[src/axil_pkg.sv]
//////////////////////////////
// axi4-lite types
// address, data, strobe and response widths plus the
// request and response channel bundles of the slave port
//////////////////////////////

package axil_pkg;

    typedef logic [31:0] axil_addr_t;   // byte address
    typedef logic [31:0] axil_data_t;
    typedef logic [3:0]  axil_strb_t;   // one bit per byte lane
    typedef logic [1:0]  axil_resp_t;

    localparam axil_resp_t RESP_OKAY   = 2'b00;
    localparam axil_resp_t RESP_DECERR = 2'b11;

    typedef struct packed {
        logic       valid;
        axil_addr_t addr;
    } axil_ax_t;                        // shared by aw and ar

    typedef struct packed {
        logic       valid;
        axil_data_t data;
        axil_strb_t strb;
    } axil_w_t;

    typedef struct packed {
        logic       valid;
        axil_resp_t resp;
    } axil_b_t;

    typedef struct packed {
        logic       valid;
        axil_data_t data;
        axil_resp_t resp;
    } axil_r_t;

    // master to slave
    typedef struct packed {
        axil_ax_t aw;
        axil_w_t  w;
        logic     b_ready;
        axil_ax_t ar;
        logic     r_ready;
    } axil_req_t;

    // slave to master
    typedef struct packed {
        logic    aw_ready;
        logic    w_ready;
        axil_b_t b;
        logic    ar_ready;
        axil_r_t r;
    } axil_rsp_t;

endpackage

[src/hyper_pkg.sv]
//////////////////////////////
// hyperbus types
// bus widths, the transaction handed to the phy, the
// phy state encoding and the command/address layout
//////////////////////////////

package hyper_pkg;

    typedef logic [15:0] hyper_word_t;  // one halfword, both ck edges
    typedef logic [1:0]  hyper_mask_t;  // set bit = byte not written
    typedef logic [47:0] hyper_ca_t;
    typedef logic [22:0] hyper_haddr_t; // halfword address inside a chip
    typedef logic [1:0]  hyper_cs_idx_t;

    // byte address width of one chip
    localparam int unsigned CHIP_ADDR_BITS = 24;

    // command/address bit positions
    localparam int unsigned CA_RW_BIT     = 47; // 1 = read
    localparam int unsigned CA_SPACE_BIT  = 46; // 0 = memory
    localparam int unsigned CA_BURST_BIT  = 45; // 1 = linear
    localparam int unsigned CA_UPPER_MSB  = 44;
    localparam int unsigned CA_UPPER_LSB  = 16;
    localparam int unsigned CA_LOWER_BITS = 3;  // low halfword address bits

    // index 1 is the upper halfword and goes out first
    typedef struct packed {
        logic                   write;
        hyper_haddr_t           haddr;
        hyper_cs_idx_t          cs_idx;
        hyper_word_t [1:0]      data;
        hyper_mask_t [1:0]      mask;
    } hyper_trans_t;

    typedef enum logic [2:0] {
        STANDBY,
        CMD_ADDR,
        LATENCY2,    // second latency count, always taken
        LATENCY,
        DATA_W,
        DATA_R,
        RECOVER      // read-write recovery with cs high
    } hyper_state_e;

endpackage

[src/hyper_axil_front.sv]
//////////////////////////////
// axi4-lite front end
// turns single-word reads and writes into phy transactions,
// answers unmapped chips with decerr
//////////////////////////////

module hyper_axil_front #(
    parameter int unsigned NR_CS = 2
) (
    input  logic                    clk0,
    input  logic                    rst_ni,
    input  axil_pkg::axil_req_t     axil_req_i,
    output axil_pkg::axil_rsp_t     axil_rsp_o,
    output logic                    trans_valid_o,
    output hyper_pkg::hyper_trans_t trans_o,
    input  logic                    trans_ready_i,
    input  logic                    rd_valid_i,
    input  axil_pkg::axil_data_t    rd_data_i,
    input  logic                    done_i
);

    import axil_pkg::*;
    import hyper_pkg::*;

    localparam int unsigned ADDR_W = $bits(axil_addr_t);
    localparam int unsigned SEL_W  = ADDR_W - CHIP_ADDR_BITS;

    typedef enum logic [1:0] {IDLE, ISSUE, WAIT_PHY, RESP} front_state_e;

    front_state_e     state_q;
    logic             is_write_q;
    axil_resp_t       resp_q;
    axil_data_t       rdata_q;
    hyper_trans_t     trans_q;
    logic             wr_accept;
    logic             rd_accept;
    axil_addr_t       addr;
    logic [SEL_W-1:0] chip_sel;
    logic             decerr;

    // write wins when both arrive together
    assign wr_accept = (state_q == IDLE) && axil_req_i.aw.valid && axil_req_i.w.valid;
    assign rd_accept = (state_q == IDLE) && axil_req_i.ar.valid
                       && !axil_req_i.aw.valid && !axil_req_i.w.valid;

    assign addr     = wr_accept ? axil_req_i.aw.addr : axil_req_i.ar.addr;
    assign chip_sel = addr[ADDR_W-1:CHIP_ADDR_BITS];
    assign decerr   = chip_sel >= SEL_W'(NR_CS);

    always_ff @(posedge clk0 or negedge rst_ni) begin
        if (!rst_ni) begin
            state_q    <= IDLE;
            is_write_q <= 1'b0;
            resp_q     <= RESP_OKAY;
        end else begin
            case (state_q)
                IDLE: begin
                    if (wr_accept || rd_accept) begin
                        is_write_q <= wr_accept;
                        resp_q     <= decerr ? RESP_DECERR : RESP_OKAY;
                        state_q    <= decerr ? RESP : ISSUE;   // no bus cycle on decerr
                    end
                end
                ISSUE:    if (trans_ready_i) state_q <= WAIT_PHY;
                WAIT_PHY: if (is_write_q ? done_i : rd_valid_i) state_q <= RESP;
                RESP: begin
                    if (is_write_q ? axil_req_i.b_ready : axil_req_i.r_ready) begin
                        state_q <= IDLE;
                    end
                end
                default: state_q <= IDLE;
            endcase
        end
    end

    // transaction and read data payload
    always_ff @(posedge clk0) begin
        if (wr_accept || rd_accept) begin
            trans_q.write  <= wr_accept;
            trans_q.haddr  <= addr[CHIP_ADDR_BITS-1:1];
            trans_q.cs_idx <= addr[CHIP_ADDR_BITS +: $bits(hyper_cs_idx_t)];
            trans_q.data   <= axil_req_i.w.data;
            trans_q.mask   <= ~axil_req_i.w.strb;      // strobe off = masked byte
            rdata_q        <= '0;
        end
        if (state_q == WAIT_PHY && rd_valid_i) begin
            rdata_q <= rd_data_i;
        end
    end

    assign trans_valid_o = (state_q == ISSUE);
    assign trans_o       = trans_q;

    always_comb begin
        axil_rsp_o          = '0;
        axil_rsp_o.aw_ready = wr_accept;
        axil_rsp_o.w_ready  = wr_accept;
        axil_rsp_o.ar_ready = rd_accept;
        axil_rsp_o.b.valid  = (state_q == RESP) && is_write_q;
        axil_rsp_o.b.resp   = resp_q;
        axil_rsp_o.r.valid  = (state_q == RESP) && !is_write_q;
        axil_rsp_o.r.data   = rdata_q;
        axil_rsp_o.r.resp   = resp_q;
    end

endmodule

[src/hyper_cmd_addr.sv]
//////////////////////////////
// hyperbus command/address
// packs a transaction into the 48-bit ca word
//////////////////////////////

module hyper_cmd_addr (
    input  hyper_pkg::hyper_trans_t trans_i,
    output hyper_pkg::hyper_ca_t    ca_o
);

    import hyper_pkg::*;

    localparam int unsigned UPPER_W = CA_UPPER_MSB - CA_UPPER_LSB + 1;
    localparam int unsigned HADDR_W = $bits(hyper_haddr_t);

    logic [UPPER_W-1:0] upper_addr;

    // row and upper column bits, zero extended
    assign upper_addr = UPPER_W'(trans_i.haddr[HADDR_W-1:CA_LOWER_BITS]);

    always_comb begin
        ca_o = '0;                                  // reserved bits stay zero
        ca_o[CA_RW_BIT]    = ~trans_i.write;
        ca_o[CA_SPACE_BIT] = 1'b0;                  // memory space
        ca_o[CA_BURST_BIT] = 1'b1;                  // linear burst
        ca_o[CA_UPPER_MSB:CA_UPPER_LSB] = upper_addr;
        ca_o[CA_LOWER_BITS-1:0] = trans_i.haddr[CA_LOWER_BITS-1:0];
    end

endmodule

[src/hyper_phy.sv]
//////////////////////////////
// hyperbus phy
// runs one transaction at a time: cs, command/address,
// fixed double latency, two data halfwords, recovery
//////////////////////////////

module hyper_phy #(
    parameter int unsigned NR_CS       = 2,
    parameter int unsigned WAIT_CYCLES = 6
) (
    input  logic                    clk0,
    input  logic                    rst_ni,
    // transaction channel
    input  logic                    trans_valid_i,
    input  hyper_pkg::hyper_trans_t trans_i,
    output logic                    trans_ready_o,
    // completion
    output logic                    rd_valid_o,
    output axil_pkg::axil_data_t    rd_data_o,
    output logic                    done_o,
    // bus pins
    output logic [NR_CS-1:0]        hyper_cs_no,
    output logic                    hyper_ck_en_o,
    output hyper_pkg::hyper_word_t  hyper_dq_o,
    input  hyper_pkg::hyper_word_t  hyper_dq_i,
    output logic                    hyper_dq_oe_o,
    output hyper_pkg::hyper_mask_t  hyper_rwds_o,
    input  logic                    hyper_rwds_i,
    output logic                    hyper_rwds_oe_o,
    output logic                    hyper_reset_no
);

    import hyper_pkg::*;

    localparam int unsigned CNT_W = $clog2(WAIT_CYCLES) + 1;
    localparam logic [CNT_W-1:0] CNT_LAST = CNT_W'(WAIT_CYCLES - 1);

    hyper_state_e     state_q;
    hyper_trans_t     trans_q;      // latched transaction
    hyper_ca_t        ca;
    hyper_word_t      ca_word;
    logic [CNT_W-1:0] wait_cnt_q;
    logic [1:0]       ca_sel_q;     // which ca halfword is on dq
    logic             hw_cnt_q;     // 0 = upper halfword
    logic             accept;
    logic             cs_active;

    assign accept = trans_valid_i && trans_ready_o;
    assign hyper_reset_no = 1'b1;   // chips never reset from here

    hyper_cmd_addr i_cmd_addr (
        .trans_i ( trans_q ),
        .ca_o    ( ca      )
    );

    always_comb begin
        case (ca_sel_q)
            2'd0:    ca_word = ca[47:32];
            2'd1:    ca_word = ca[31:16];
            default: ca_word = ca[15:0];
        endcase
    end

    // transaction sequencing
    always_ff @(posedge clk0 or negedge rst_ni) begin
        if (!rst_ni) begin
            state_q       <= STANDBY;
            trans_ready_o <= 1'b0;
            wait_cnt_q    <= '0;
            ca_sel_q      <= '0;
            hw_cnt_q      <= 1'b0;
            rd_valid_o    <= 1'b0;
            done_o        <= 1'b0;
        end else begin
            rd_valid_o <= 1'b0;
            done_o     <= 1'b0;
            case (state_q)
                STANDBY: begin
                    trans_ready_o <= 1'b1;
                    if (accept) begin
                        trans_ready_o <= 1'b0;
                        ca_sel_q      <= '0;
                        state_q       <= CMD_ADDR;
                    end
                end
                CMD_ADDR: begin
                    ca_sel_q <= ca_sel_q + 2'd1;
                    if (ca_sel_q == 2'd2) begin
                        wait_cnt_q <= CNT_LAST;
                        state_q    <= LATENCY2;
                    end
                end
                LATENCY2: begin
                    wait_cnt_q <= wait_cnt_q - 1'b1;
                    if (wait_cnt_q == '0) begin
                        wait_cnt_q <= CNT_LAST;
                        state_q    <= LATENCY;
                    end
                end
                LATENCY: begin
                    wait_cnt_q <= wait_cnt_q - 1'b1;
                    if (wait_cnt_q == '0) begin
                        hw_cnt_q <= 1'b0;
                        state_q  <= trans_q.write ? DATA_W : DATA_R;
                    end
                end
                DATA_W, DATA_R: begin
                    hw_cnt_q <= 1'b1;
                    if (hw_cnt_q) begin
                        done_o     <= (state_q == DATA_W);
                        rd_valid_o <= (state_q == DATA_R);
                        wait_cnt_q <= CNT_LAST;
                        state_q    <= RECOVER;
                    end
                end
                RECOVER: begin
                    wait_cnt_q <= wait_cnt_q - 1'b1;
                    if (wait_cnt_q == '0) begin
                        trans_ready_o <= 1'b1;
                        state_q       <= STANDBY;
                    end
                end
                default: state_q <= STANDBY;
            endcase
        end
    end

    // transaction latch and read data capture
    always_ff @(posedge clk0) begin
        if (accept) begin
            trans_q <= trans_i;
        end
        if (state_q == DATA_R && hyper_rwds_i) begin   // rwds marks valid data
            if (!hw_cnt_q) begin
                rd_data_o[31:16] <= hyper_dq_i;
            end else begin
                rd_data_o[15:0]  <= hyper_dq_i;
            end
        end
    end

    assign cs_active = state_q inside {CMD_ADDR, LATENCY2, LATENCY, DATA_W, DATA_R};
    assign hyper_ck_en_o = cs_active;

    always_comb begin
        for (int i = 0; i < NR_CS; i++) begin
            hyper_cs_no[i] = !(cs_active && trans_q.cs_idx == hyper_cs_idx_t'(i));
        end
    end

    // bus drivers
    assign hyper_dq_oe_o   = (state_q == CMD_ADDR) || (state_q == DATA_W);
    assign hyper_rwds_oe_o = (state_q == DATA_W);

    always_comb begin
        hyper_dq_o   = '0;
        hyper_rwds_o = '0;      // rwds low outside the write data phase
        if (state_q == CMD_ADDR) begin
            hyper_dq_o = ca_word;
        end else if (state_q == DATA_W) begin
            hyper_dq_o   = trans_q.data[~hw_cnt_q];
            hyper_rwds_o = trans_q.mask[~hw_cnt_q];
        end
    end

endmodule

[src/hyperbus_top.sv]
//////////////////////////////
// hyperbus controller top
// axi4-lite front end feeding the hyperbus phy
//////////////////////////////

module hyperbus_top #(
    parameter int unsigned NR_CS       = 2,
    parameter int unsigned WAIT_CYCLES = 6
) (
    input  logic                   clk0,
    input  logic                   rst_ni,
    input  axil_pkg::axil_req_t    axil_req_i,
    output axil_pkg::axil_rsp_t    axil_rsp_o,
    output logic [NR_CS-1:0]       hyper_cs_no,
    output logic                   hyper_ck_en_o,
    output hyper_pkg::hyper_word_t hyper_dq_o,
    input  hyper_pkg::hyper_word_t hyper_dq_i,
    output logic                   hyper_dq_oe_o,
    output hyper_pkg::hyper_mask_t hyper_rwds_o,
    input  logic                   hyper_rwds_i,
    output logic                   hyper_rwds_oe_o,
    output logic                   hyper_reset_no
);

    import axil_pkg::*;
    import hyper_pkg::*;

    hyper_trans_t trans;
    logic         trans_valid;
    logic         trans_ready;
    logic         rd_valid;
    axil_data_t   rd_data;
    logic         done;

    hyper_axil_front #(
        .NR_CS ( NR_CS )
    ) i_front (
        .clk0          ( clk0        ),
        .rst_ni        ( rst_ni      ),
        .axil_req_i    ( axil_req_i  ),
        .axil_rsp_o    ( axil_rsp_o  ),
        .trans_valid_o ( trans_valid ),
        .trans_o       ( trans       ),
        .trans_ready_i ( trans_ready ),
        .rd_valid_i    ( rd_valid    ),
        .rd_data_i     ( rd_data     ),
        .done_i        ( done        )
    );

    hyper_phy #(
        .NR_CS       ( NR_CS       ),
        .WAIT_CYCLES ( WAIT_CYCLES )
    ) i_phy (
        .clk0            ( clk0            ),
        .rst_ni          ( rst_ni          ),
        .trans_valid_i   ( trans_valid     ),
        .trans_i         ( trans           ),
        .trans_ready_o   ( trans_ready     ),
        .rd_valid_o      ( rd_valid        ),
        .rd_data_o       ( rd_data         ),
        .done_o          ( done            ),
        .hyper_cs_no     ( hyper_cs_no     ),
        .hyper_ck_en_o   ( hyper_ck_en_o   ),
        .hyper_dq_o      ( hyper_dq_o      ),
        .hyper_dq_i      ( hyper_dq_i      ),
        .hyper_dq_oe_o   ( hyper_dq_oe_o   ),
        .hyper_rwds_o    ( hyper_rwds_o    ),
        .hyper_rwds_i    ( hyper_rwds_i    ),
        .hyper_rwds_oe_o ( hyper_rwds_oe_o ),
        .hyper_reset_no  ( hyper_reset_no  )
    );

endmodule

[config.mk]
export PLATFORM = sky130hd
export DESIGN_NAME = hyperbus_top
export DESIGN_NICKNAME = d
export VERILOG_FILES = /design/src/axil_pkg.sv /design/src/hyper_pkg.sv /design/src/hyper_axil_front.sv /design/src/hyper_cmd_addr.sv /design/src/hyper_phy.sv /design/src/hyperbus_top.sv
export SDC_FILE = /design/constraint.sdc
export NUM_CORES = 1
export LEC_CHECK = 0
export ABC_AREA = 1
export BUFFER_PORTS_ARGS = -buffer_cell sky130_fd_sc_hd__clkbuf_2
export CAP_MARGIN = 20
export CELL_PAD_IN_SITES_DETAIL_PLACEMENT = 0
export CELL_PAD_IN_SITES_GLOBAL_PLACEMENT = 1
export CORE_UTILIZATION = 34
export CTS_CLUSTER_SIZE = 10
export DETAILED_ROUTE_END_ITERATION = 12
export PLACE_DENSITY_LB_ADDON = 0.1
export SYNTH_ARGS = -nofsm -noshare
export SYNTH_HDL_FRONTEND = slang
export SYNTH_SLANG_ARGS = --single-unit
[constraint.sdc]
create_clock -name clk0 -period 2.53 [get_ports clk0]
set_input_delay 0.253 -clock clk0 [delete_from_list [all_inputs] [get_ports clk0]]
set_output_delay 0.253 -clock clk0 [all_outputs]
set_load 0.01 [all_outputs]
-- Word-level counts from Yosys, hierarchy flattened
Index checks and enable logic that the tools add are counted.
- order comparisons: 2
- eq/ne operators: 22
- bitwise operators: 3
- $add $sub $neg: 2
- muxes and demuxes: 44
- shift-type cells: 0
- reductions and logical operators: 41
- div/mod/pow operators: 0
- multipliers: 0
- operator list (cell ; number):
    two-way mux 32 bit ; 3
    two-way mux 16 bit ; 4
    case mux 16 bit (2 select lines) ; 1
    two-way mux 2 bit ; 11
    two-way mux 3 bit ; 6
    case mux 3 bit (6 select lines) ; 1
    != test 2 x 1 -> 1 bit, second input constant ; 8
    case mux 4 bit (4 select lines) ; 1
    logical AND 1 bit ; 12
    two-way mux 4 bit ; 3
    AND reduction 2 bit ; 6
    two-way mux 1 bit ; 10
    == test 3 bit, second input constant ; 3
    greater-or-equal comparator 8 x 2 -> 1 bit, second input constant ; 1
    case mux 2 bit (4 select lines) ; 1
    nonzero test 2 bit ; 4
    == test 2 x 1 -> 1 bit, second input constant ; 3
    == test 2 bit, second input constant ; 3
    == test 3 x 2 -> 1 bit, second input constant ; 2
    zero test 2 bit ; 3
    AND reduction 6 bit ; 1
    zero test 1 bit ; 5
    nonzero test 5 bit ; 1
    zero test 4 bit ; 1
    15 further kinds ; 20
- ROM bits: 0
- output and inout port bits: 65
- word-level logic and storage cells: 141
- flip-flop bits (word level): 206
- memories kept: 0
- bits in writable memories: 0
- latch bits: 0

-- Longest topological paths before layout
Gate-level depths: netlist of run 1.
- depth in word-level cells: 8
- depth in mapped cells: 11
- mapped depth without buffers: 11

-- Hierarchy
From an unflattened synthesis of run 1, not the netlist that was laid out.
- cells, all modules: 765
- area total of the unflattened synthesis: 8707.1 um^2
- by module, submodules not included (module ; cells an instance ; area each (um^2) ; seq. area each (um^2) ; times used):
    hyper_phy ; 396 ; 4438.0 ; 3148.0 ; 1
    hyper_axil_front ; 319 ; 3905.0 ; 2922.8 ; 1
    hyper_cmd_addr ; 50 ; 364.1 ; 0.0 ; 1

-- Least setup slack after synthesis of run 1
Ideal clock, no wire load.
- kind: register to register
- start point: register i_front.state_q[0]
- end point: register i_front.trans_q, in the netlist i_front.trans_o[0], enable pin
- stages on the path, launching flop included: 6
- required time: 2.107 ns
- setup slack: -0.262 ns
- data arrival time: 2.369 ns
- library setup time: 0.423 ns
- path through: dfrtp_1 > inv_1 > ha_1 > nand3_1 > buf_2 > nand2_1
- word-level cells in the longest chain between the ends: 5
- elaborated cells between the ends (all ways): 7
- classes of those cells: reduce/logical (7)
- RTL lines (element ; RTL line ; RTL):
    start, declared ; hyper_axil_front.sv:30 ; front_state_e state_q;
    start signal, assigned ; hyper_axil_front.sv:61 ; state_q <= decerr ? RESP : ISSUE;
    zero test 2 bit (*) ; hyper_axil_front.sv:42, hyper_axil_front.sv:43 ;
    logical AND 1 bit ; hyper_axil_front.sv:43 ; assign rd_accept = (state_q == IDLE) && axil_req_i.ar.valid
    logical AND 1 bit (2 in a row) ; hyper_axil_front.sv:44 ; && !axil_req_i.aw.valid && !axil_req_i.w.valid;
    logical OR 1 bit (*) ; hyper_axil_front.sv:78 ; if (wr_accept || rd_accept) begin
    end, declared ; hyper_axil_front.sv:34 ; hyper_trans_t trans_q;
Every way passes the cells marked *; elsewhere a longest branch is shown, timed or not.
A chain may end at the register's enable or synchronous reset.

-- Worst setup path after layout of run 1
- start point: register i_phy.ca_sel_q[1]
- end point: output port hyper_dq_o[1]
- word-level cells in the longest chain between the ends: 3
- elaborated cells between the ends (all ways): 4
- classes of those cells: eq/ne (1); mux (2); reduce/logical (1)
- RTL lines (element ; RTL line ; RTL):
    start, declared ; hyper_phy.sv:43 ; logic [1:0] ca_sel_q;
    start signal, assigned ; hyper_phy.sv:87 ; ca_sel_q <= ca_sel_q + 2'd1;
    == test 2 x 1 -> 1 bit / zero test 2 bit (equally long branches) ; hyper_phy.sv:57 ; case (ca_sel_q)
    case mux 16 bit (2 select lines) (*) ; hyper_phy.sv:57 ;
    two-way mux 16 bit (*) ; hyper_phy.sv:158 ; if (state_q == CMD_ADDR) begin
    end, declared ; hyperbus_top.sv:16 ; output hyper_pkg::hyper_word_t hyper_dq_o,
Marks and branches as above.

==> impl_metrics.json, run 1 <==
{
  "synthTopCellsByCount": "188 x edfxtp_1, 186 x nand2_1, 65 x inv_1",
  "hold_path.class": "primary input to flip-flop",
  "fin_crit_sh_pct": 90.4,
  "cp_max_fo": 8,
  "place.gp.congestion": 0.798,
  "async_reset_ff_share_pct": 8.29,
  "netlist_instances": 620,
  "num_antenna_cells": 0,
  "cts_buffer_depth": 3,
  "firstDrtPassIters": 4,
  "crit_type": "flip-flop to primary output",
  "r2r_slack_ns": 0.61,
  "dieWidth_um": 155,
  "hpwlAfterDp_um": 10900,
  "drv_cap": 0,
  "wl_um": 15800,
  "grt_first_pass_wirelength_um": 25300,
  "synth_edf_count": 188,
  "crit_arrival_ns": 2.03,
  "synth_cell_type_count": 28,
  "p_leak_nw": 4.57,
  "min_period_ns": 2.29,
  "drive_gt1_share_pct": 27.5,
  "cts_tree": "yes",
  "port_buffers": 185,
  "grt_setup_unrepaired": "no",
  "slew_violations": 0,
  "drt-initial-drc-count": 210,
  "antenna_found_initial": 0,
  "placed_cells": 1106,
  "syn_nets": 753,
  "clockRootBuffer": "clkbuf_16",
  "synth.most_common_cell": "edfxtp_1",
  "nets": 1011,
  "std_cell_rows": 55,
  "grt_pass1_vias": 5113,
  "via_per_inst": 4.27,
  "synth_top_area_share_pct": 71.1,
  "die-area_sq_um": 24000,
  "setup_tns_ns": 0,
  "hold_viol": 0,
  "status": "complete, no violations",
  "endpoint_kind": "primary output",
  "clock_latency_ns": 0.50,
  "ir_drop_mv": 0.428,
  "setup_viol": 0,
  "numCtsBuffers": 25,
  "routedWlPerCell_um": 13.1,
  "syn_avg_cell_area_sq_um": 12.8,
  "start_kind": "flip-flop",
  "synth_area_leaders": "edfxtp_1 71%, nand2_1 8.8%, dfrtp_1 5.4%",
  "drc": 0,
  "die_h_um": 155,
  "htreeDepth": 1,
  "initial_core_util_pct": 34.9,
  "ys.flop_type": "edfxtp_1",
  "grt_usage_pct": 13.4,
  "yosysSeqAreaShare_pct": 76.5,
  "num_vias": 5159,
  "final_cells": 1209,
  "pwr_density_cell_nw_per_um2": 996,
  "fmax_mhz": 437,
  "synth_seq_cells": 205,
  "antenna_left": 0,
  "grt_max_degree": 65,
  "worstPathRequired_ns": 2.28,
  "overflow": 0,
  "syn_area_sq_um": 7940,
  "synth_top_area_cell": "edfxtp_1",
  "cts.clk_slew.worst_paths_ns": 0.06,
  "cts_sinks": 205,
  "ys_warn_count": 0,
  "fin_skew_ns": 0.00810,
  "io-pin-count": 189,
  "core-area_sq_um": 22800,
  "syn2layout_area_growth_pct": 33.2
}
==> layer usage <==
layer | vias to the layer above | global-route usage (%) | wire length, um
met2 | 151 | 23.6 | 7680
met4 | 0 | 4.48 | 386
li1 | 2587 | - | -
met3 | 25 | 3.11 | 878
met1 | 2396 | 16.2 | 6840
met5 | - | 0 | 0
==> placed cells by master, fill, tap and decap left out, types with 14 or more instances in the layout <==
cell,count
dfrtp_1,17
clkbuf_2,185
nor2_1,49
nand3_1,14
inv_1,64
dlygate4sd3_1,58
nand2_1,185
clkbuf_16,25
edfxtp_1,188
clkbuf_1,16
==> cells by family after synthesis <==
logic type / share of synthesized area [%]
flops: 76.5
xor+xnor: 0.110
fa+ha+maj: 1.42
other cells: 0.0472
simple gates: 13.5
compound gates: 3.45
buf+inv: 5.03
==> area by class of cell <==
| type | instances | area [sq um] |
|---|---|---|
| timing repair buffer | 255 | 1620 |
| tap | 313 | 392 |
| clock inverter | 4 | 45.0 |
| fill | 2135 | 12200 |
| multi-input combinational | 319 | 1490 |
| sequential | 205 | 6070 |
| inverter | 72 | 275 |
| clock buffer | 41 | 686 |
==> critical path, cell delays in order (launching register included) <==
cell and delay [ns]:
dfrtp_1 0.38, inv_1 0.09, ha_1 0.37, inv_1 0.13, nand3_1 0.10, a31oi_1 0.08, or2_1 0.24, clkbuf_2 0.14
==> sequential cells by signal, indices dropped and copies added (netlist names), 2 cells and up <==
| signal | count |
|---|---|
| i_phy.state_q | 3 |
| i_phy.rd_data_o | 32 |
| i_front.rdata_q | 32 |
| i_phy.wait_cnt_q | 4 |
| i_phy.ca_sel_q | 2 |
| i_front.trans_o | 62 |
| i_phy.trans_q | 62 |
| i_front.state_q | 2 |
==> worst paths after layout <==
check                                          startpoint                                end  cells past startpoint
setup / recovery            i_phy.ca_sel_q[1]$_DFFE_PN0P_                      hyper_dq_o[1]                      7
setup reg to reg           i_front.state_q[0]$_DFFE_PN0P_  i_front.rdata_q[29]$_SDFFCE_PN0P_                      5
max in group asynchronous                          rst_ni    i_phy.wait_cnt_q[3]$_DFFE_PN0P_                      2
hold / removal                             axil_req_i[89]      i_front.trans_o[54]$_DFFE_PP_                      3
min in group asynchronous                          rst_ni       i_phy.state_q[0]$_DFFE_PN0P_                      2
hold reg to reg              i_front.trans_o[4]$_DFFE_PP_         i_phy.trans_q[4]$_DFFE_PP_                      0
==> per-stage QoR <==
step | total power [mW] | hold slack [ns] | instance area [sq um] | utilization, % | setup WS [ns]
6_report | 10.5 | 0.0233 | 10600 | 46.4 | 0.243
5_1_grt | 11.2 | 0.00930 | 10600 | 46.4 | 0.0550
4_1_cts | 10.7 | 0.00144 | 10600 | 46.4 | 0.0307
3_5_place_dp | 7.42 | 0.247 | 9260 | 40.6 | 0.466
3_3_place_gp | 7.36 | 0.248 | 9260 | 40.6 | 0.503
2_1_floorplan | 6.46 | -0.0426 | 7940 | - | 0.000752
==> report_power, final <==
part / internal [mW] / switching [mW] / total (mW)
logic: 0.875 / 1.66 / 2.54
registers: 4.57 / 0.250 / 4.82
clock network: 1.93 / 1.24 / 3.18
total: 7.38 / 3.16 / 10.5
==> timing repair <==
item,in CTS,in global routing
hold buffers,58,0
setup endpoints to repair,2,2
resized for setup,1,2
hold endpoints to repair,90,0
buffers inserted,0,0
No activity file was read; power rests on OpenSTA's default activity.
==> run 2, diff against run 1 <==
--- a/config.mk
+++ b/config.mk
@@ -5,7 +5,6 @@
 export SDC_FILE = /design/constraint.sdc
 export NUM_CORES = 1
 export LEC_CHECK = 0
-export ABC_AREA = 1
 export BUFFER_PORTS_ARGS = -buffer_cell sky130_fd_sc_hd__clkbuf_2
 export CAP_MARGIN = 20
 export CELL_PAD_IN_SITES_DETAIL_PLACEMENT = 0
@@ -13,6 +12,7 @@
 export CORE_UTILIZATION = 34
 export CTS_CLUSTER_SIZE = 10
 export DETAILED_ROUTE_END_ITERATION = 12
+export HOLD_SLACK_MARGIN = 0.1
 export PLACE_DENSITY_LB_ADDON = 0.1
 export SYNTH_ARGS = -nofsm -noshare
 export SYNTH_HDL_FRONTEND = slang
==> run 2 against run 1 <==
  * Sequential power decreased by 2%
  * Combinational power is 7% lower
  * Worst setup slack worse by 0.064 ns
  * Critical endpoint is now i_front.trans_o[47]$_DFFE_PP_
  * Global-route usage about the same
  * Register-to-register slack worse by 0.43 ns
  * Final cell count down 11%
  * Largest power group unchanged
  * Largest cell class unchanged
  * Synthesized cell count decreased by 24%
==> impl_metrics.json, run 2 <==
{
  "final_common_cell": "edfxtp_1",
  "grt_busiest_layer": "met2",
  "syn_nets": 603,
  "drc": 0,
  "tightestPinTransition_ns": 0.614,
  "start_kind": "flip-flop",
  "place_ws_ns": 0.475,
  "fmax_mhz": 425,
  "holdWs_ns": 0.123,
  "grt_first_pass_wirelength_um": 25100,
  "routedWlPerCell_um": 14.8,
  "cts.clk_slew.worst_paths_ns": 0.05,
  "fin_skew_ns": 0.0130,
  "syn_area_sq_um": 7850,
  "std_cell_rows": 55,
  "dieWidth_um": 154,
  "io-pin-count": 189,
  "endpoint_kind": "flip-flop",
  "drt-initial-drc-count": 188,
  "hold_path.class": "primary input to flip-flop",
  "async_reset_ff_share_pct": 8.29,
  "synth_seq_cells": 205,
  "worst_slack_ns": 0.179,
  "netlist_instances": 470,
  "port_buffers": 185,
  "yosysSeqAreaShare_pct": 77.3,
  "hpwlAfterDp_um": 10300,
  "grt_max_degree": 45,
  "clkPwrFrac_pct": 30.2,
  "drive_gt1_share_pct": 33.4,
  "status": "complete, no violations",
  "nets": 906,
  "pwr-share-seq_pct": 46.6,
  "utilization_pct": 48.3,
  "numCtsBuffers": 24,
  "hold_viol": 0,
  "switchingPower_mw": 2.84,
  "fillCellCount": 2023,
  "synth_top_area_cell": "edfxtp_1",
  "syn2layout_area_growth_pct": 39.2,
  "syn_avg_cell_area_sq_um": 16.7,
  "worstPathRequired_ns": 2.77,
  "antenna_found_initial": 0,
  "cp_max_fo": 29,
  "hold_path.startpoint": "axil_req_i[71]",
  "pwr-share-comb_pct": 23.2,
  "critical_path.startpoint": "i_front.state_q[0]$_DFFE_PN0P_",
  "crit_arrival_ns": 2.59,
  "wl_um": 15900,
  "synth_area_leaders": "edfxtp_1 72%, dfrtp_1 5.4%, mux2_2 3.6%",
  "firstDrtPassIters": 4,
  "num_vias": 4855,
  "clockRootBuffer": "clkbuf_16",
  "cts_setup_buffers": 0,
  "core-area_sq_um": 22600,
  "antenna_left": 0,
  "synth_cell_type_count": 43,
  "initial_core_util_pct": 34.7,
  "pwr_density_cell_nw_per_um2": 930,
  "cts_tree": "yes",
  "cts_buffer_depth": 3,
  "fin_crit_sh_pct": 92.9,
  "drv_cap": 0,
  "clock_latency_ns": 0.50,
  "synth.most_common_cell": "edfxtp_1",
  "grtUsageMet3_pct": 2.25,
  "cts_sinks": 205,
  "slew_violations": 0,
  "die-area_sq_um": 23700,
  "min_period_ns": 2.35,
  "intPower_mw": 7.31,
  "use_met1_pct": 16.4,
  "total_power_mw": 10.2,
  "setup_viol": 0,
  "htreeDepth": 1,
  "slew_headroom_pct": 59.0,
  "overflow": 0,
  "via_per_inst": 4.51,
  "p_leak_nw": 4.39,
  "final_cell_mix": "188 x edfxtp_1, 185 x clkbuf_2, 105 x dlygate4sd3_1",
  "ys_warn_count": 0,
  "setup_tns_ns": 0,
  "crit_type": "flip-flop to flip-flop",
  "synthTopCellsByCount": "188 x edfxtp_1, 33 x and3_1, 26 x nand2_1",
  "grt_setup_unrepaired": "no",
  "place.gp.congestion": 0.712,
  "ir_drop_mv": 0.386,
  "r2r_start": "i_front.state_q[0]$_DFFE_PN0P_",
  "grt_util_met2_pct": 24.1,
  "synth_edf_count": 188,
  "die_h_um": 154,
  "grt_pass1_vias": 4940,
  "synth_top_area_share_pct": 71.9,
  "grt_usage_pct": 13.4,
  "ys.flop_type": "edfxtp_1",
  "sw_frac_of_total_pct": 28.0,
  "num_antenna_cells": 0
}
run 2: cell types whose count changed in the layout (fill, tap and decap cells not counted), sizes merged, moves of 5 or more:
cell and delta:
dlygate4sd3 +47, nor2 -42, mux2 +26, and3 +33
nand3 -13, inv -51, o22ai +6, o21ai +5
nand2 -162, a32o -8, mux2i +24
run 2: logic make-up (layout without fill, tap and decap cells):
family                   Yosys count  after routing  synth area share, %
flip-flops                       205            205                 77.3
AND/OR/NAND/NOR                   97             97                 6.55
AO/OA/AOI/OAI                     57             57                 4.86
buffers and inverters             51            372                 2.93
multiplexers                      50             50                 6.84
adder cells (fa/ha/maj)            9              9                 1.43
other                              1              1               0.0478
run 2: stage by stage:
stage	instance area [sq um]	cells
6_report	10900	1076
5_1_grt	10900	1076
4_1_cts	10900	1076
3_5_place_dp	9170	927
3_3_place_gp	9170	927
2_1_floorplan	7860	470
run 2: cell type report:
cell class                 instances  area [sq um]  area share (%)
multi-input combinational        214          1570            14.4
clock inverter                     2          7.51          0.0687
sequential                       205          6070            55.6
tap                              285           357            3.26
timing repair buffer             306          2140            19.6
inverter                          22          86.3           0.790
clock buffer                      42           689            6.31
run 2: repair_timing:
action / in CTS / in global routing
hold buffers: 105 / 0
resized for setup: 1 / 3
setup endpoints to repair: 10 / 14
endpoints found under the hold margin: 111 / 0
run 2: final timing paths:
path / to / slack, ns / depth (start not counted)
worst max-delay path: i_front.trans_o[47]$_DFFE_PP_ / 0.18 / 6
max in group asynchronous: i_phy.state_q[1]$_DFFE_PN0P_ / 1.94 / 2
worst min register to register: i_phy.trans_q[8]$_DFFE_PP_ / 0.41 / 0
min in group asynchronous: i_front.resp_q[0]$_DFFE_PN0P_ / 0.24 / 2
worst max register to register: i_front.trans_o[47]$_DFFE_PP_ / 0.18 / 6
worst min-delay path: i_front.is_write_q$_DFFE_PN0P_ / 0.12 / 3
run 2: layer usage:
metal,share of wire [%],up-vias
met1,42,2313
met5,0,-
met3,4.8,28
met2,51,127
li1,-,2387
met4,1.7,0
run 2: power by group through the flow:
stage / Sequential (mW) / Clock (mW) / Combinational (mW)
floorplan: 4.72 / 0 / 1.49
global placement: 4.78 / 0 / 2.19
detailed placement: 4.81 / 0 / 2.24
CTS: 4.74 / 3.19 / 2.41
global route: 4.80 / 3.32 / 2.62
finish: 4.73 / 3.07 / 2.36
run 2: worst max-delay path, stage by stage, from the launching register on:
cell	delay, ns
dfrtp_1	0.38
inv_1	0.10
ha_1	0.27
nand3_2	0.09
buf_6	0.26
mux2_2	0.38
dlygate4sd3_1	0.56
==> run 3, diff against run 2 <==
--- a/config.mk
+++ b/config.mk
@@ -12,6 +12,7 @@
 export CORE_UTILIZATION = 34
 export CTS_CLUSTER_SIZE = 10
 export DETAILED_ROUTE_END_ITERATION = 12
+export GPL_TIMING_DRIVEN = 0
 export HOLD_SLACK_MARGIN = 0.1
 export PLACE_DENSITY_LB_ADDON = 0.1
 export SYNTH_ARGS = -nofsm -noshare
==> run 3 against run 2 <==
  * First-iteration DRC count down 16%
  * Worst hold slack better by 0.015 ns
  * Wire length up 4.1%
  * Critical path depth unchanged
  * Non-clock buffer count up 13
  * Core utilization up 0.22 points
  * Die area unchanged
  * Final area up 0.46%
  * Critical path type unchanged
  * Critical endpoint is now i_front.trans_o[51]$_DFFE_PP_
==> impl_metrics.json, run 3 (synthesis results as in run 2) <==
{
  "drv_cap": 0,
  "die-area_sq_um": 23700,
  "port_buffers": 185,
  "slew_headroom_pct": 43.2,
  "critical_path.startpoint": "i_front.state_q[0]$_DFFE_PN0P_",
  "clock_latency_ns": 0.50,
  "holdWs_ns": 0.138,
  "reg2reg_to": "i_front.trans_o[51]$_DFFE_PP_",
  "cts_setup_buffers": 0,
  "min_period_ns": 2.39,
  "htreeDepth": 1,
  "grt_usage_pct": 14.2,
  "start_kind": "flip-flop",
  "r2r_slack_ns": 0.14,
  "rr_worst_depth": 6,
  "cp_max_fo": 10,
  "core-area_sq_um": 22600,
  "final_cells": 1090,
  "cts_tree": "yes",
  "crit_type": "flip-flop to flip-flop",
  "cp-endpoint": "i_front.trans_o[51]$_DFFE_PP_",
  "grt_first_pass_wirelength_um": 26200,
  "cts_buffer_depth": 3,
  "antenna_left": 0,
  "numCtsBuffers": 25,
  "syn2layout_area_growth_pct": 39.8,
  "place.gp.congestion": 0.752,
  "std_cell_rows": 55,
  "die_h_um": 154,
  "placed_cells": 943,
  "nets": 920,
  "regArea_sq_um": 6070,
  "pwr_density_cell_nw_per_um2": 936,
  "r2r_start": "i_front.state_q[0]$_DFFE_PN0P_",
  "initial_core_util_pct": 34.7,
  "ir_drop_mv": 0.481,
  "grt_pass1_vias": 5065,
  "final_cell_mix": "189 x clkbuf_2, 188 x edfxtp_1, 103 x dlygate4sd3_1",
  "dieWidth_um": 154,
  "drt-initial-drc-count": 157,
  "antenna_found_initial": 0,
  "status": "complete, no violations",
  "wl_um": 16600,
  "cts_sinks": 205,
  "overflow": 0,
  "routedWlPerCell_um": 15.2,
  "hpwlAfterDp_um": 10900,
  "final_common_cell": "clkbuf_2",
  "firstDrtPassIters": 4,
  "num_antenna_cells": 0,
  "grt_max_degree": 63,
  "fin_skew_ns": 0.0112,
  "setup_viol": 0,
  "drive_gt1_share_pct": 33.9,
  "via_per_inst": 4.52,
  "endpoint_kind": "flip-flop",
  "grt_setup_unrepaired": "no",
  "fin_crit_sh_pct": 94.6,
  "hold_path.class": "primary input to flip-flop",
  "slew_violations": 0,
  "fmax_mhz": 418,
  "cts.clk_slew.worst_paths_ns": 0.06,
  "io-pin-count": 189,
  "tightestPinTransition_ns": 0.852,
  "p_leak_nw": 4.43,
  "crit_arrival_ns": 2.64,
  "clockRootBuffer": "clkbuf_16",
  "multi_input_area_sq_um": 1570,
  "num_vias": 4927,
  "placed_cell_area_sq_um": 9220,
  "drc": 0,
  "fin_area_sq_um": 11000,
  "worstPathRequired_ns": 2.77,
  "fillCellCount": 2008,
  "hold_viol": 0
}
[run 3: final cells by class]
class | count | area share (%)
sequential | 205 | 55.3
timing repair buffer | 291 | 18.4
multi-input combinational | 214 | 14.3
clock buffer | 44 | 6.44
tap | 285 | 3.25
buffer | 28 | 1.40
inverter | 22 | 0.809
clock inverter | 1 | 0.0798
[run 3: repair_timing]
item / in CTS / in global routing
hold buffers: 103 / 0
gates resized for setup: 2 / 8
endpoints found under the hold margin: 110 / 0
setup endpoints to repair: 12 / 44
[run 3: through the flow]
stage | setup TNS (ns) | worst slack [ns] | power [mW] | util, %
2_1_floorplan | 0 | 0.100 | 6.21 | -
3_5_place_dp | 0 | 0.141 | 7.08 | 40.7
6_report | 0 | 0.136 | 10.3 | 48.5
3_3_place_gp | -66.70 | -0.793 | 6.98 | 40.4
5_1_grt | 0 | 0.0139 | 10.9 | 48.5
4_1_cts | 0 | 0.0177 | 10.5 | 48.4
[run 3: routing by layer]
| metal | global-route usage (%) | part of all wire, % | vias up |
|---|---|---|---|
| met5 | 0 | 0 | - |
| met4 | 3.95 | 1.7 | 0 |
| met3 | 2.68 | 4.6 | 25 |
| met2 | 24.7 | 50 | 130 |
| met1 | 18.2 | 44 | 2360 |
| li1 | - | - | 2412 |
[run 3: where the power goes]
group	internal (mW)	leakage, nW	switching [mW]
clock	1.87	0.341	1.26
combinational	1.04	2.14	1.43
sequential	4.46	1.95	0.208
[run 3: critical path, stage by stage, from the launching register on]
cell and delay [ns]:
dfrtp_1 0.38, inv_1 0.10, ha_1 0.24, nand3_1 0.15, buf_2 0.32, mux2_2 0.38
dlygate4sd3_1 0.57
[run 3: worst min-delay path by stage]
| stage | depth (start not counted) | slack [ns] | startpoint | endpoint |
|---|---|---|---|---|
| 5_1_grt | 3 | 0.17 | axil_req_i[71] | i_front.is_write_q$_DFFE_PN0P_ |
| 6_report | 3 | 0.14 | axil_req_i[71] | i_front.is_write_q$_DFFE_PN0P_ |
| 3_3_place_gp | 1 | 0.23 | rst_ni | i_front.is_write_q$_DFFE_PN0P_ |
| 3_5_place_dp | 1 | 0.24 | rst_ni | i_front.is_write_q$_DFFE_PN0P_ |
| 2_1_floorplan | 0 | -0.04 | rst_ni | i_front.is_write_q$_DFFE_PN0P_ |
| 4_1_cts | 3 | 0.11 | axil_req_i[71] | i_front.is_write_q$_DFFE_PN0P_ |
